<file path="src/rtl/evb_pkg.sv">
package evb_pkg;

    // Buffer geometry. The tree logic assumes exactly eight ways
    localparam int evb_ways       = 8;
    localparam int evb_way_bits   = 3;
    localparam int plru_bits      = 7;

    // One transfer moves a whole cache line
    localparam int line_addr_bits = 12;
    localparam int line_bits      = 128;

    typedef logic [line_addr_bits-1:0] line_addr_t;
    typedef logic [line_bits-1:0]      line_t;
    typedef logic [evb_way_bits-1:0]   way_idx_t;
    typedef logic [plru_bits-1:0]      plru_t;

    // Wishbone classic request, master to slave
    typedef struct packed {
        logic       cyc;
        logic       stb;
        logic       we;
        line_addr_t addr;
        line_t      wdata;
    } wb_req_t;

    // Wishbone classic response, slave to master
    typedef struct packed {
        logic  ack;
        line_t rdata;
    } wb_rsp_t;

    typedef struct packed {
        logic       valid;
        logic       dirty;     // Line is newer than the copy in memory
        line_addr_t tag;
        line_t      data;
    } evb_entry_t;

    typedef enum logic [2:0] {
        st_idle,               // Serve cache requests or start a background drain
        st_fetch,              // Read miss passed through to memory
        st_return,
        st_write_back,
        st_fill,
        st_ack                 // Stall one cycle while the cache drops stb
    } evb_state_e;

    // Command to the entry array, applied at the next clock edge
    typedef enum logic [1:0] {
        op_none,
        op_fill,
        op_clean
    } array_op_e;

endpackage

</file>
<file path="src/rtl/plru_tree.sv">
`timescale 1ns/1ps

module plru_tree import evb_pkg::*; (
    input  logic     clk,
    input  logic     arst_n,
    input  logic     touch,
    input  way_idx_t touch_way,
    output way_idx_t victim
);

    // Bit 0 is the root, bits 1 and 2 pick a pair of pairs, bits 3 to 6 pick within a pair
    plru_t tree_q;
    plru_t tree_d;
    logic [1:0] victim_pair;

    // Walk from the root down to the pair that holds the victim
    assign victim_pair = {tree_q[0], tree_q[0] ? tree_q[2] : tree_q[1]};
    assign victim      = {victim_pair, tree_q[3 + victim_pair]};

    // Point every bit on the touched path away from the touched way
    always_comb begin
        tree_d    = tree_q;
        tree_d[0] = ~touch_way[2];
        if (touch_way[2]) begin
            tree_d[2] = ~touch_way[1];
        end else begin
            tree_d[1] = ~touch_way[1];
        end
        tree_d[3 + touch_way[2:1]] = ~touch_way[0];
    end

    always_ff @(posedge clk or negedge arst_n) begin
        if (!arst_n) begin
            tree_q <= '0;          // First victim is way 0
        end else if (touch) begin
            tree_q <= tree_d;
        end
    end

endmodule

</file>
<file path="src/rtl/evb_entry_array.sv">
`timescale 1ns/1ps

module evb_entry_array import evb_pkg::*; (
    input  logic          clk,
    input  logic          arst_n,
    input  array_op_e     op,
    input  way_idx_t      way,
    input  line_addr_t    addr,
    input  line_t         wdata,
    output logic [7:0]    hits,
    output logic [7:0]    dirty_vec,
    output evb_entry_t    sel_entry
);

    logic [evb_ways-1:0] valid_q;
    logic [evb_ways-1:0] dirty_q;
    line_addr_t          tag_q [evb_ways];
    line_t               data_q [evb_ways];

    // Status bits per way
    always_ff @(posedge clk or negedge arst_n) begin
        if (!arst_n) begin
            valid_q <= '0;
            dirty_q <= '0;
        end else begin
            case (op)
                op_fill: begin
                    valid_q[way] <= 1'b1;
                    dirty_q[way] <= 1'b1;       // A line from the cache always needs a write-back
                end
                op_clean: begin
                    dirty_q[way] <= 1'b0;
                end
                default: begin
                end
            endcase
        end
    end

    always_ff @(posedge clk) begin
        if (op == op_fill) begin
            tag_q[way]  <= addr;
            data_q[way] <= wdata;
        end
    end

    // Fully associative lookup against every valid tag
    always_comb begin
        for (int i = 0; i < evb_ways; i++) begin
            hits[i] = valid_q[i] && (tag_q[i] == addr);
        end
    end

    assign dirty_vec = dirty_q;

    assign sel_entry = '{
        valid: valid_q[way],
        dirty: dirty_q[way],
        tag:   tag_q[way],
        data:  data_q[way]
    };

endmodule

</file>
<file path="src/rtl/eviction_buffer_controller.sv">
`timescale 1ns/1ps

module eviction_buffer_controller import evb_pkg::*; (
    input  logic          clk,
    input  logic          arst_n,
    input  wb_req_t       cpu_req,
    output wb_rsp_t       cpu_rsp,
    output wb_req_t       mem_req,
    input  wb_rsp_t       mem_rsp,
    input  logic [7:0]    hits,
    input  logic [7:0]    dirty_vec,
    input  evb_entry_t    sel_entry,
    input  way_idx_t      victim,
    output array_op_e     op,
    output way_idx_t      way,
    output line_addr_t    addr,
    output line_t         wdata,
    output logic          touch,
    output way_idx_t      touch_way
);

    evb_state_e state_q;
    evb_state_e state_d;
    way_idx_t   way_q;
    way_idx_t   way_d;
    logic       drain_q;
    logic       drain_d;
    logic       ack_q;
    logic       ack_d;
    line_t      rdata_q;
    line_t      rdata_d;

    logic       cpu_active;
    logic       hit_any;
    way_idx_t   hit_way;
    way_idx_t   drain_way;
    way_idx_t   target_way;

    function automatic way_idx_t lowest_set(input logic [evb_ways-1:0] vec);
        way_idx_t idx;
        idx = '0;
        for (int i = evb_ways - 1; i >= 0; i--) begin
            if (vec[i]) begin
                idx = way_idx_t'(i);
            end
        end
        return idx;
    endfunction

    assign cpu_active = cpu_req.cyc && cpu_req.stb;
    assign hit_any    = |hits;
    assign hit_way    = lowest_set(hits);
    assign drain_way  = lowest_set(dirty_vec);
    assign target_way = hit_any ? hit_way : victim;    // A write hit merges into its entry

    // The cache holds address and data until ack, so they feed the array directly
    assign addr      = cpu_req.addr;
    assign wdata     = cpu_req.wdata;
    assign touch_way = way;

    assign cpu_rsp = '{ack: ack_q, rdata: rdata_q};

    always_comb begin
        state_d = state_q;
        way_d   = way_q;
        drain_d = drain_q;
        ack_d   = 1'b0;
        rdata_d = rdata_q;
        op      = op_none;
        touch   = 1'b0;
        way     = way_q;

        case (state_q)
            st_idle: begin
                if (cpu_active) begin
                    way   = target_way;
                    way_d = target_way;
                    if (!cpu_req.we) begin
                        if (hit_any) begin
                            rdata_d = sel_entry.data;
                            ack_d   = 1'b1;
                            touch   = 1'b1;
                            state_d = st_ack;
                        end else begin
                            state_d = st_fetch;
                        end
                    end else if (sel_entry.valid && sel_entry.dirty) begin
                        drain_d = 1'b0;             // Old line must reach memory before the fill
                        state_d = st_write_back;
                    end else begin
                        op      = op_fill;
                        touch   = 1'b1;
                        ack_d   = 1'b1;
                        state_d = st_ack;
                    end
                end else if (|dirty_vec) begin
                    way     = drain_way;
                    way_d   = drain_way;
                    drain_d = 1'b1;
                    state_d = st_write_back;
                end
            end
            st_fetch: begin
                if (mem_rsp.ack) begin
                    rdata_d = mem_rsp.rdata;        // Passed through, never allocated
                    ack_d   = 1'b1;
                    state_d = st_return;
                end
            end
            st_return: begin
                state_d = st_ack;
            end
            st_write_back: begin
                if (mem_rsp.ack) begin
                    if (drain_q) begin
                        op      = op_clean;
                        state_d = st_idle;
                    end else begin
                        ack_d   = 1'b1;
                        state_d = st_fill;
                    end
                end
            end
            st_fill: begin
                op      = op_fill;
                touch   = 1'b1;
                state_d = st_ack;
            end
            st_ack: begin
                state_d = st_idle;
            end
            default: begin
                state_d = st_idle;
            end
        endcase
    end

    // Memory master, held steady by the state until ack
    always_comb begin
        mem_req = '0;
        case (state_q)
            st_fetch: begin
                mem_req.cyc  = 1'b1;
                mem_req.stb  = 1'b1;
                mem_req.addr = cpu_req.addr;
            end
            st_write_back: begin
                mem_req.cyc   = 1'b1;
                mem_req.stb   = 1'b1;
                mem_req.we    = 1'b1;
                mem_req.addr  = sel_entry.tag;
                mem_req.wdata = sel_entry.data;
            end
            default: begin
            end
        endcase
    end

    always_ff @(posedge clk or negedge arst_n) begin
        if (!arst_n) begin
            state_q <= st_idle;
            way_q   <= '0;
            drain_q <= 1'b0;
            ack_q   <= 1'b0;
        end else begin
            state_q <= state_d;
            way_q   <= way_d;
            drain_q <= drain_d;
            ack_q   <= ack_d;
        end
    end

    always_ff @(posedge clk) begin
        rdata_q <= rdata_d;
    end

endmodule

</file>
<file path="src/rtl/eviction_buffer.sv">
`timescale 1ns/1ps

module eviction_buffer import evb_pkg::*; (
    input  logic    clk,
    input  logic    arst_n,
    input  wb_req_t cpu_req,
    output wb_rsp_t cpu_rsp,
    output wb_req_t mem_req,
    input  wb_rsp_t mem_rsp
);

    logic [evb_ways-1:0] hits;
    logic [evb_ways-1:0] dirty_vec;
    evb_entry_t          sel_entry;
    way_idx_t            victim;
    array_op_e           array_op;
    way_idx_t            way;
    line_addr_t          addr;
    line_t               wdata;
    logic                touch;
    way_idx_t            touch_way;

    eviction_buffer_controller controller (
        .clk       (clk),
        .arst_n    (arst_n),
        .cpu_req   (cpu_req),
        .cpu_rsp   (cpu_rsp),
        .mem_req   (mem_req),
        .mem_rsp   (mem_rsp),
        .hits      (hits),
        .dirty_vec (dirty_vec),
        .sel_entry (sel_entry),
        .victim    (victim),
        .op        (array_op),
        .way       (way),
        .addr      (addr),
        .wdata     (wdata),
        .touch     (touch),
        .touch_way (touch_way)
    );

    evb_entry_array entry_array (
        .clk       (clk),
        .arst_n    (arst_n),
        .op        (array_op),
        .way       (way),
        .addr      (addr),
        .wdata     (wdata),
        .hits      (hits),
        .dirty_vec (dirty_vec),
        .sel_entry (sel_entry)
    );

    plru_tree plru (
        .clk       (clk),
        .arst_n    (arst_n),
        .touch     (touch),
        .touch_way (touch_way),
        .victim    (victim)
    );

endmodule

</file>
<file path="config.mk">
export PLATFORM = sky130hd
export DESIGN_NAME = eviction_buffer
export DESIGN_NICKNAME = d
export VERILOG_FILES = /design/src/rtl/evb_pkg.sv /design/src/rtl/plru_tree.sv /design/src/rtl/evb_entry_array.sv /design/src/rtl/eviction_buffer_controller.sv /design/src/rtl/eviction_buffer.sv
export SDC_FILE = /design/constraint.sdc
export NUM_CORES = 1
export LEC_CHECK = 0
export ABC_AREA = 1
export BUFFER_PORTS_ARGS = -buffer_cell sky130_fd_sc_hd__buf_4
export CAP_MARGIN = 20
export CORE_MARGIN = 4
export CORE_UTILIZATION = 30
export CTS_BUF_LIST = sky130_fd_sc_hd__clkbuf_4 sky130_fd_sc_hd__clkbuf_8
export DETAILED_ROUTE_END_ITERATION = 6
export PLACE_DENSITY = 0.45
export SYNTH_ARGS = -nofsm -noshare
export SYNTH_HDL_FRONTEND = slang
export SYNTH_SLANG_ARGS = --single-unit
</file>
<file path="constraint.sdc">
create_clock -name clk -period 11.46 [get_ports clk]
set_clock_uncertainty 0.1 [all_clocks]
set_input_delay 1.719 -clock clk [delete_from_list [all_inputs] [get_ports clk]]
set_output_delay 1.719 -clock clk [all_outputs]
set_load 0.03 [all_outputs]
</file>
==> results of run 1 <==
-- state kept, by name, indices dropped and copies added, names as in the netlist, named ones only --
register / cells
controller.rdata_q: 128
plru.tree_q: 7
controller.drain_q: 1
controller.state_q: 3
entry_array.tag_q: 96
entry_array.valid_q: 8
entry_array.data_q: 1024
controller.ack_q: 1
controller.way_q: 3
-- layout make-up --
class                           instances  area [um2]  share of cell area, %
Sequential cell                      1279       38300                   61.1
Multi-Input combinational cell       2418       11900                   19.1
Timing Repair Buffer                  594        4680                   7.48
Clock buffer                          307        3720                   5.95
Tap cell                             2310        2890                   4.61
Clock inverter                        102         712                   1.14
Inverter                               96         399                  0.637
Antenna cell                           14        35.0                 0.0559
-- cells in the final DEF, fill, tap and decap left out, types with 8 or more instances in the layout --
master	n
edfxtp_1	1248
nor2_1	838
buf_4	576
o21ai_0	571
nand2_1	376
o221ai_1	258
clkbuf_8	227
a21oi_1	176
clkbuf_4	80
inv_1	79
clkinv_1	61
nand3_1	54
o21ai_1	36
dfrtp_1	31
xnor2_1	23
clkinv_2	19
buf_12	18
o22ai_1	16
diode_2	14
inv_2	12
xor2_1	12
nand4_1	10
nor2_4	9
ha_1	8
bufinv_16	8
-- cells by family after synthesis --
family	Yosys count	share of synthesized area [%]
fa+ha+maj	8	0.193
xor+xnor	35	0.591
buf+inv	375	3.33
simple gates	1301	9.70
flops	1279	73.8
compound gates	1074	12.4
-- routing by layer --
metal | part of all wire, % | up-vias | global-route usage, %
li1 | - | 16100 | -
met1 | 43 | 17400 | 22.1
met2 | 49 | 908 | 28.7
met3 | 4.8 | 284 | 3.26
met4 | 2.9 | 0 | 6.63
met5 | 0 | - | 0
-- worst max path at each step --
stage | from | cells after the start | slack [ps] | end
2_1_floorplan | cpu_req[128] | 21 | 880 | entry_array.valid_q[1]
3_3_place_gp | cpu_req[136] | 19 | 3270 | mem_req[15]
3_5_place_dp | cpu_req[136] | 19 | 3250 | mem_req[13]
4_1_cts | controller.state_q[1] | 14 | 3160 | mem_req[13]
5_1_grt | controller.state_q[1] | 14 | 2630 | mem_req[36]
6_report | cpu_req[136] | 19 | 3210 | mem_req[31]
-- power by group --
group          total [mW]  switching (mW)  internal [mW]
clock                4.19            1.91           2.28
sequential           6.08           0.150           5.93
combinational        8.71            6.38           2.34
-- metrics by stage --
| step | utilization [%] | cells | hold WS [ps] | instance area (um2) | setup WS (ps) |
|---|---|---|---|---|---|
| detailed placement | 33.9 | 6697 | 381 | 58200 | 3250 |
| global placement | 33.9 | 6696 | 379 | 58100 | 3270 |
| floorplan | - | 4072 | 352 | 51800 | 882 |
| finish | 36.5 | 7120 | 398 | 62600 | 3210 |
| CTS | 36.5 | 7106 | 395 | 62600 | 3160 |
| global route | 36.5 | 7118 | 429 | 62600 | 2630 |
-- worst max-delay path, cell delays in order --
cell      delay [ps]
buf_4            180
xnor2_1          410
nand2_1           90
nor2_1           190
nand2_1          100
o21ai_1          170
nor2_2            90
nand3_1           90
nand2_1           60
inv_2             70
nand2_4           80
nand2_8          540
buf_4            780
buf_4            760
o21ai_0          170
o221ai_1         260
nand2_1          160
nor2_1           120
buf_4            170
==> impl_metrics.py, run 1 <==
metrics = {
    "min_path": {
        "hp-start": "plru.tree_q[4]",
        "hold_class": "flip-flop to flip-flop",
        "holdPathStages": 2,
        "min_to": "plru.tree_q[4]",
    },
    "floorplanning": {
        "rows": 152,
        "initial_core_util_pct": 30.2,
        "dieWidth_um": 424,
        "die_y_um": 424,
        "die-area_mm2": 0.180,
        "ios": 546,
        "core_area_mm2": 0.172,
    },
    "critical_path": {
        "cp_max_fo": 118,
        "r2r_setup_slack_ps": 4940,
        "required_ps": 9640,
        "r2r-end": "entry_array.data_q[4][24]",
        "path_class": "input port to output port",
        "cp.arrival_ps": 6430,
        "cp-end-kind": "output port",
        "r2r-start": "controller.state_q[1]",
        "worstSetupStartpointType": "input port",
        "rr_worst_depth": 20,
    },
    "placed_design": {
        "port_buffers": 545,
        "hpwlAfterDp_um": 86600,
        "gp_congestion": 0.825,
    },
    "clock_network": {
        "cts_setup_buffers": 0,
        "clock_latency_ps": 930,
        "clk_pin_slew_ps": 60,
        "cts_buffers": 227,
        "cts_resized": 0,
        "cts_root_buf": "clkbuf_8",
        "h-tree-depth": 4,
        "clock-sinks": 1279,
        "clock_path_buffers": 3,
        "cts_tree": "done",
        "cts-hold-fix-buffers": 0,
    },
    "sta": {
        "slew_violations": 0,
        "max_slew.worst_pin.slew_ps": 1000,
        "max_freq_ghz": 0.121,
        "min_period_ps": 8250,
        "hold_viol": 0,
        "finalSetupTns_ps": 0,
        "rsz0062_at_grt": "no",
        "slew_headroom_pct": 33.3,
        "period_share_pct": 72.0,
        "finalSetupViolCount": 0,
    },
    "detailed_routing": {
        "drc_errors": 0,
        "ant_nets": 0,
        "num_vias": 34700,
        "drt_iter0_drc": 2498,
        "wirelength_um": 159000,
        "avgRoutedWirePerCell_um": 22.4,
        "dr.pass1.iters": 5,
        "via_per_inst": 4.88,
    },
    "synth": {
        "synth_seq_cells": 1279,
        "post_synth.cell_area_avg_um2": 12.7,
        "synth_cell_types": 44,
        "synth_top_area_share_pct": 72.3,
        "synth_cells": 4072,
        "synth_most_common_cell": "edfxtp_1",
        "synthTopCellsByCount": "1248 x edfxtp_1, 846 x nor2_1, 571 x o21ai_0",
        "yosys_most_used_dff": "edfxtp_1",
        "synth_nets": 4354,
        "synth_area_leaders": "edfxtp_1 72%, nor2_1 6.1%, o21ai_0 5.5%",
        "syn_area_mm2": 0.0518,
        "synth_top_area_cell": "edfxtp_1",
        "synth-seq-area-share_pct": 73.8,
        "synth-edff-count": 1248,
        "yosysWarnings": 0,
        "synth-async-reset-ratio_pct": 2.42,
    },
    "grt": {
        "antenna_found_initial": 18,
        "grt_pass1_vias": 34700,
        "overflow": 0,
        "grt_pass1_wl_um": 232000,
        "grt_max_degree": 224,
        "grt_usage_pct": 17.2,
    },
    "pwr": {
        "ir_worst_vdd_mv": 0.324,
        "power-per-cell-area_mw_per_mm2": 303,
        "post-layout-total-power_mw": 19.0,
        "leakage_nw": 21.8,
    },
    "status": {
        "status": "completed",
    },
    "cells_and_area": {
        "drive_gt1_share_pct": 20.4,
        "area_delta_synth_final_pct": 20.8,
        "nFillCells": 16700,
        "nets": 4898,
    },
    "job": {
        "maxCapViolCount": 0,
    },
}
(Power assumes the default switching activity.)
==> inputs of run 2 (changes only) <==
==> constraint.sdc (replaced) <==
create_clock -name clk -period 7.88 [get_ports clk]
set_clock_uncertainty 0.1 [all_clocks]
set_input_delay 1.182 -clock clk [delete_from_list [all_inputs] [get_ports clk]]
set_output_delay 1.182 -clock clk [all_outputs]
set_load 0.03 [all_outputs]
==> run 2 against run 1 <==
Global-route usage rose by 0.16 points; die area did not move; critical path depth fell by 6; via count fell by 0.35%; cell count fell by 0.14%; largest cell class unchanged; non-clock buffer count rose by 14; core utilization barely moved; worst setup slack got worse by 2300 ps; highest routed layer is now met5; flip-flop and latch count did not move; clock power rose by 40%; sequential power rose by 46%.
==> impl_metrics.py, run 2 (synthesis results as in run 1) <==
metrics = {
    "cells_and_area": {
        "nets": 4907,
        "layout_common_cells": "1248 x edfxtp_1, 838 x nor2_1, 576 x buf_4, 571 x o21ai_0, 376 x nand2_1",
        "multiInputGateArea_mm2": 0.0119,
        "largest_register": "entry_array.data_q",
        "final_common_cell": "edfxtp_1",
        "nFillCells": 17000,
        "reg_top3": "entry_array.data_q: 1024 flops, controller.rdata_q: 128 flops, entry_array.tag_q: 96 flops",
        "final_core_util_pct": 36.5,
        "largest_register_ffs": 1024,
        "design_area_mm2": 0.0627,
        "seq_area_mm2": 0.0383,
        "drive_gt1_share_pct": 20.4,
        "area_delta_synth_final_pct": 20.9,
    },
    "min_path": {
        "hold_class": "input port to flip-flop",
        "min_to": "entry_array.data_q[3][67]",
        "hp-start": "cpu_req[67]",
        "holdPathStages": 1,
    },
    "critical_path": {
        "required_ps": 6600,
        "critPathMaxStageDelay_ps": 570,
        "cp-end-kind": "output port",
        "worstSetupStartpointType": "flip-flop",
        "path_class": "flip-flop to output port",
        "worstPathCellList": "nor2_2 -> inv_1 -> nor2_2 -> nor2_1 -> a21oi_1 -> nand2_8 -> inv_16 -> buf_12 -> o21ai_0 -> o221ai_1 -> nand2_1 -> nor2_1 -> buf_4",
        "rr_worst_depth": 17,
        "cp_max_fo": 160,
        "cp_slowest_cell": "a21oi_1",
        "r2r-end": "entry_array.data_q[1][25]",
        "r2r-start": "controller.state_q[1]",
        "cp.arrival_ps": 5700,
        "r2r_setup_slack_ps": 2320,
    },
    "pwr": {
        "post-layout-total-power_mw": 27.6,
        "leakage_nw": 21.8,
        "switchingPower_mw": 12.3,
        "ir_worst_vdd_mv": 0.643,
        "clkPwrFrac_pct": 21.2,
        "switching_share_pct": 44.6,
        "power-per-cell-area_mw_per_mm2": 440,
        "p_seq_share_pct": 32.1,
        "p_int_mw": 15.3,
        "power_frac_comb_pct": 46.7,
    },
    "sta": {
        "min_period_ps": 6980,
        "finalSetupTns_ps": 0,
        "setup_slack_ps": 897,
        "max_freq_ghz": 0.143,
        "max_slew.worst_pin.slew_ps": 1140,
        "rsz0062_at_grt": "no",
        "hold_viol": 0,
        "slew_headroom_pct": 24.1,
        "period_share_pct": 88.6,
        "slew_violations": 0,
        "finalSetupViolCount": 0,
    },
    "clock_network": {
        "clk_pin_slew_ps": 60,
        "h-tree-depth": 4,
        "clock-sinks": 1279,
        "cts_buffers": 222,
        "cts_tree": "done",
        "clock_path_buffers": 3,
        "clock_latency_ps": 940,
        "cts_resized": 0,
        "cts_root_buf": "clkbuf_8",
    },
    "grt": {
        "grt_busiest_layer": "met2",
        "grt_pass1_vias": 34800,
        "gr-usage-met2_pct": 29.4,
        "grt_pass1_wl_um": 235000,
        "antenna_found_initial": 20,
        "grt_max_degree": 197,
        "grt_usage_pct": 17.3,
        "overflow": 0,
        "use_met1_pct": 22.1,
        "grtUsageMet3_pct": 3.60,
    },
    "placed_design": {
        "hpwlAfterDp_um": 88400,
        "place_area_mm2": 0.0584,
        "pre_cts_ws_ps": 1500,
        "port_buffers": 545,
        "gp_congestion": 0.848,
    },
    "detailed_routing": {
        "avgRoutedWirePerCell_um": 22.4,
        "ant_nets": 0,
        "via_per_inst": 4.87,
        "drt_iter0_drc": 2757,
        "wirelength_um": 160000,
        "num_vias": 34600,
        "drc_errors": 0,
        "dr.pass1.iters": 5,
    },
    "status": {
        "status": "completed",
    },
    "floorplanning": {
        "die-area_mm2": 0.180,
        "die_y_um": 424,
        "dieWidth_um": 424,
        "initial_core_util_pct": 30.2,
        "core_area_mm2": 0.172,
        "rows": 152,
        "ios": 546,
    },
    "job": {
        "maxCapViolCount": 0,
    },
}
==> run 2: cell types whose count changed in the layout (fill, tap and decap cells not counted), moves of 2 or more <==
cell / change
buf_12: +13
diode_2: -6
bufinv_16: -5
clkbuf_8: -5
clkinv_2: -5
clkbuf_4: -4
clkinv_1: -2
clkinvlp_4: -2
inv_16: +2
==> run 2: per-stage QoR <==
stage | hold slack (ps) | cells
3_3_place_gp | 378 | 6710
6_report | 376 | 7110
5_1_grt | 251 | 7108
4_1_cts | 202 | 7102
2_1_floorplan | 352 | 4072
3_5_place_dp | 388 | 6710
==> run 2: power groups by stage <==
stage               Combinational, mW  Clock [mW]  Sequential [mW]
floorplan                        7.47           0             9.76
global placement                 13.1           0             8.98
detailed placement               13.2           0             8.99
CTS                              13.2        6.08             8.86
global route                     14.1        6.42             8.91
finish                           12.9        5.85             8.85
==> run 2: final cells by class <==
class	instances	area share, %
Timing Repair Buffer	608	7.91
Inverter	96	0.637
Antenna cell	8	0.0319
Sequential cell	1279	61.0
Clock inverter	93	0.942
Multi-Input combinational cell	2418	19.1
Clock buffer	298	5.79
Tap cell	2310	4.61
==> run 2: worst max path at each step <==
stage                                from                       end
CTS                 controller.state_q[1]               mem_req[47]
global placement             cpu_req[136]               mem_req[81]
detailed placement           cpu_req[137]               mem_req[47]
global route        controller.state_q[1]               mem_req[47]
finish              controller.state_q[1]               mem_req[47]
floorplan                    cpu_req[128]  entry_array.data_q[7][0]
==> run 2: per-layer routing <==
metal  part of all wire, %  wire (um)
met1                    43      68200
met3                   5.1       8210
met2                    50      79000
met4                   2.5       4070
met5                 0.061         97
==> run 2: repair_timing <==
action | 4_1_cts | 5_1_grt
hold buffers | 1 | 0
setup endpoints to repair | 0 | 0
setup buffers | 0 | 0
hold endpoints to repair | 31 | 0
==> run 2: critical path, delay by kind of cell (launching register included) <==
kind / cells / cell delay (ps)
compound gates: 3 / 950
flops: 1 / 450
buf+inv: 4 / 1200
simple gates: 6 / 1750
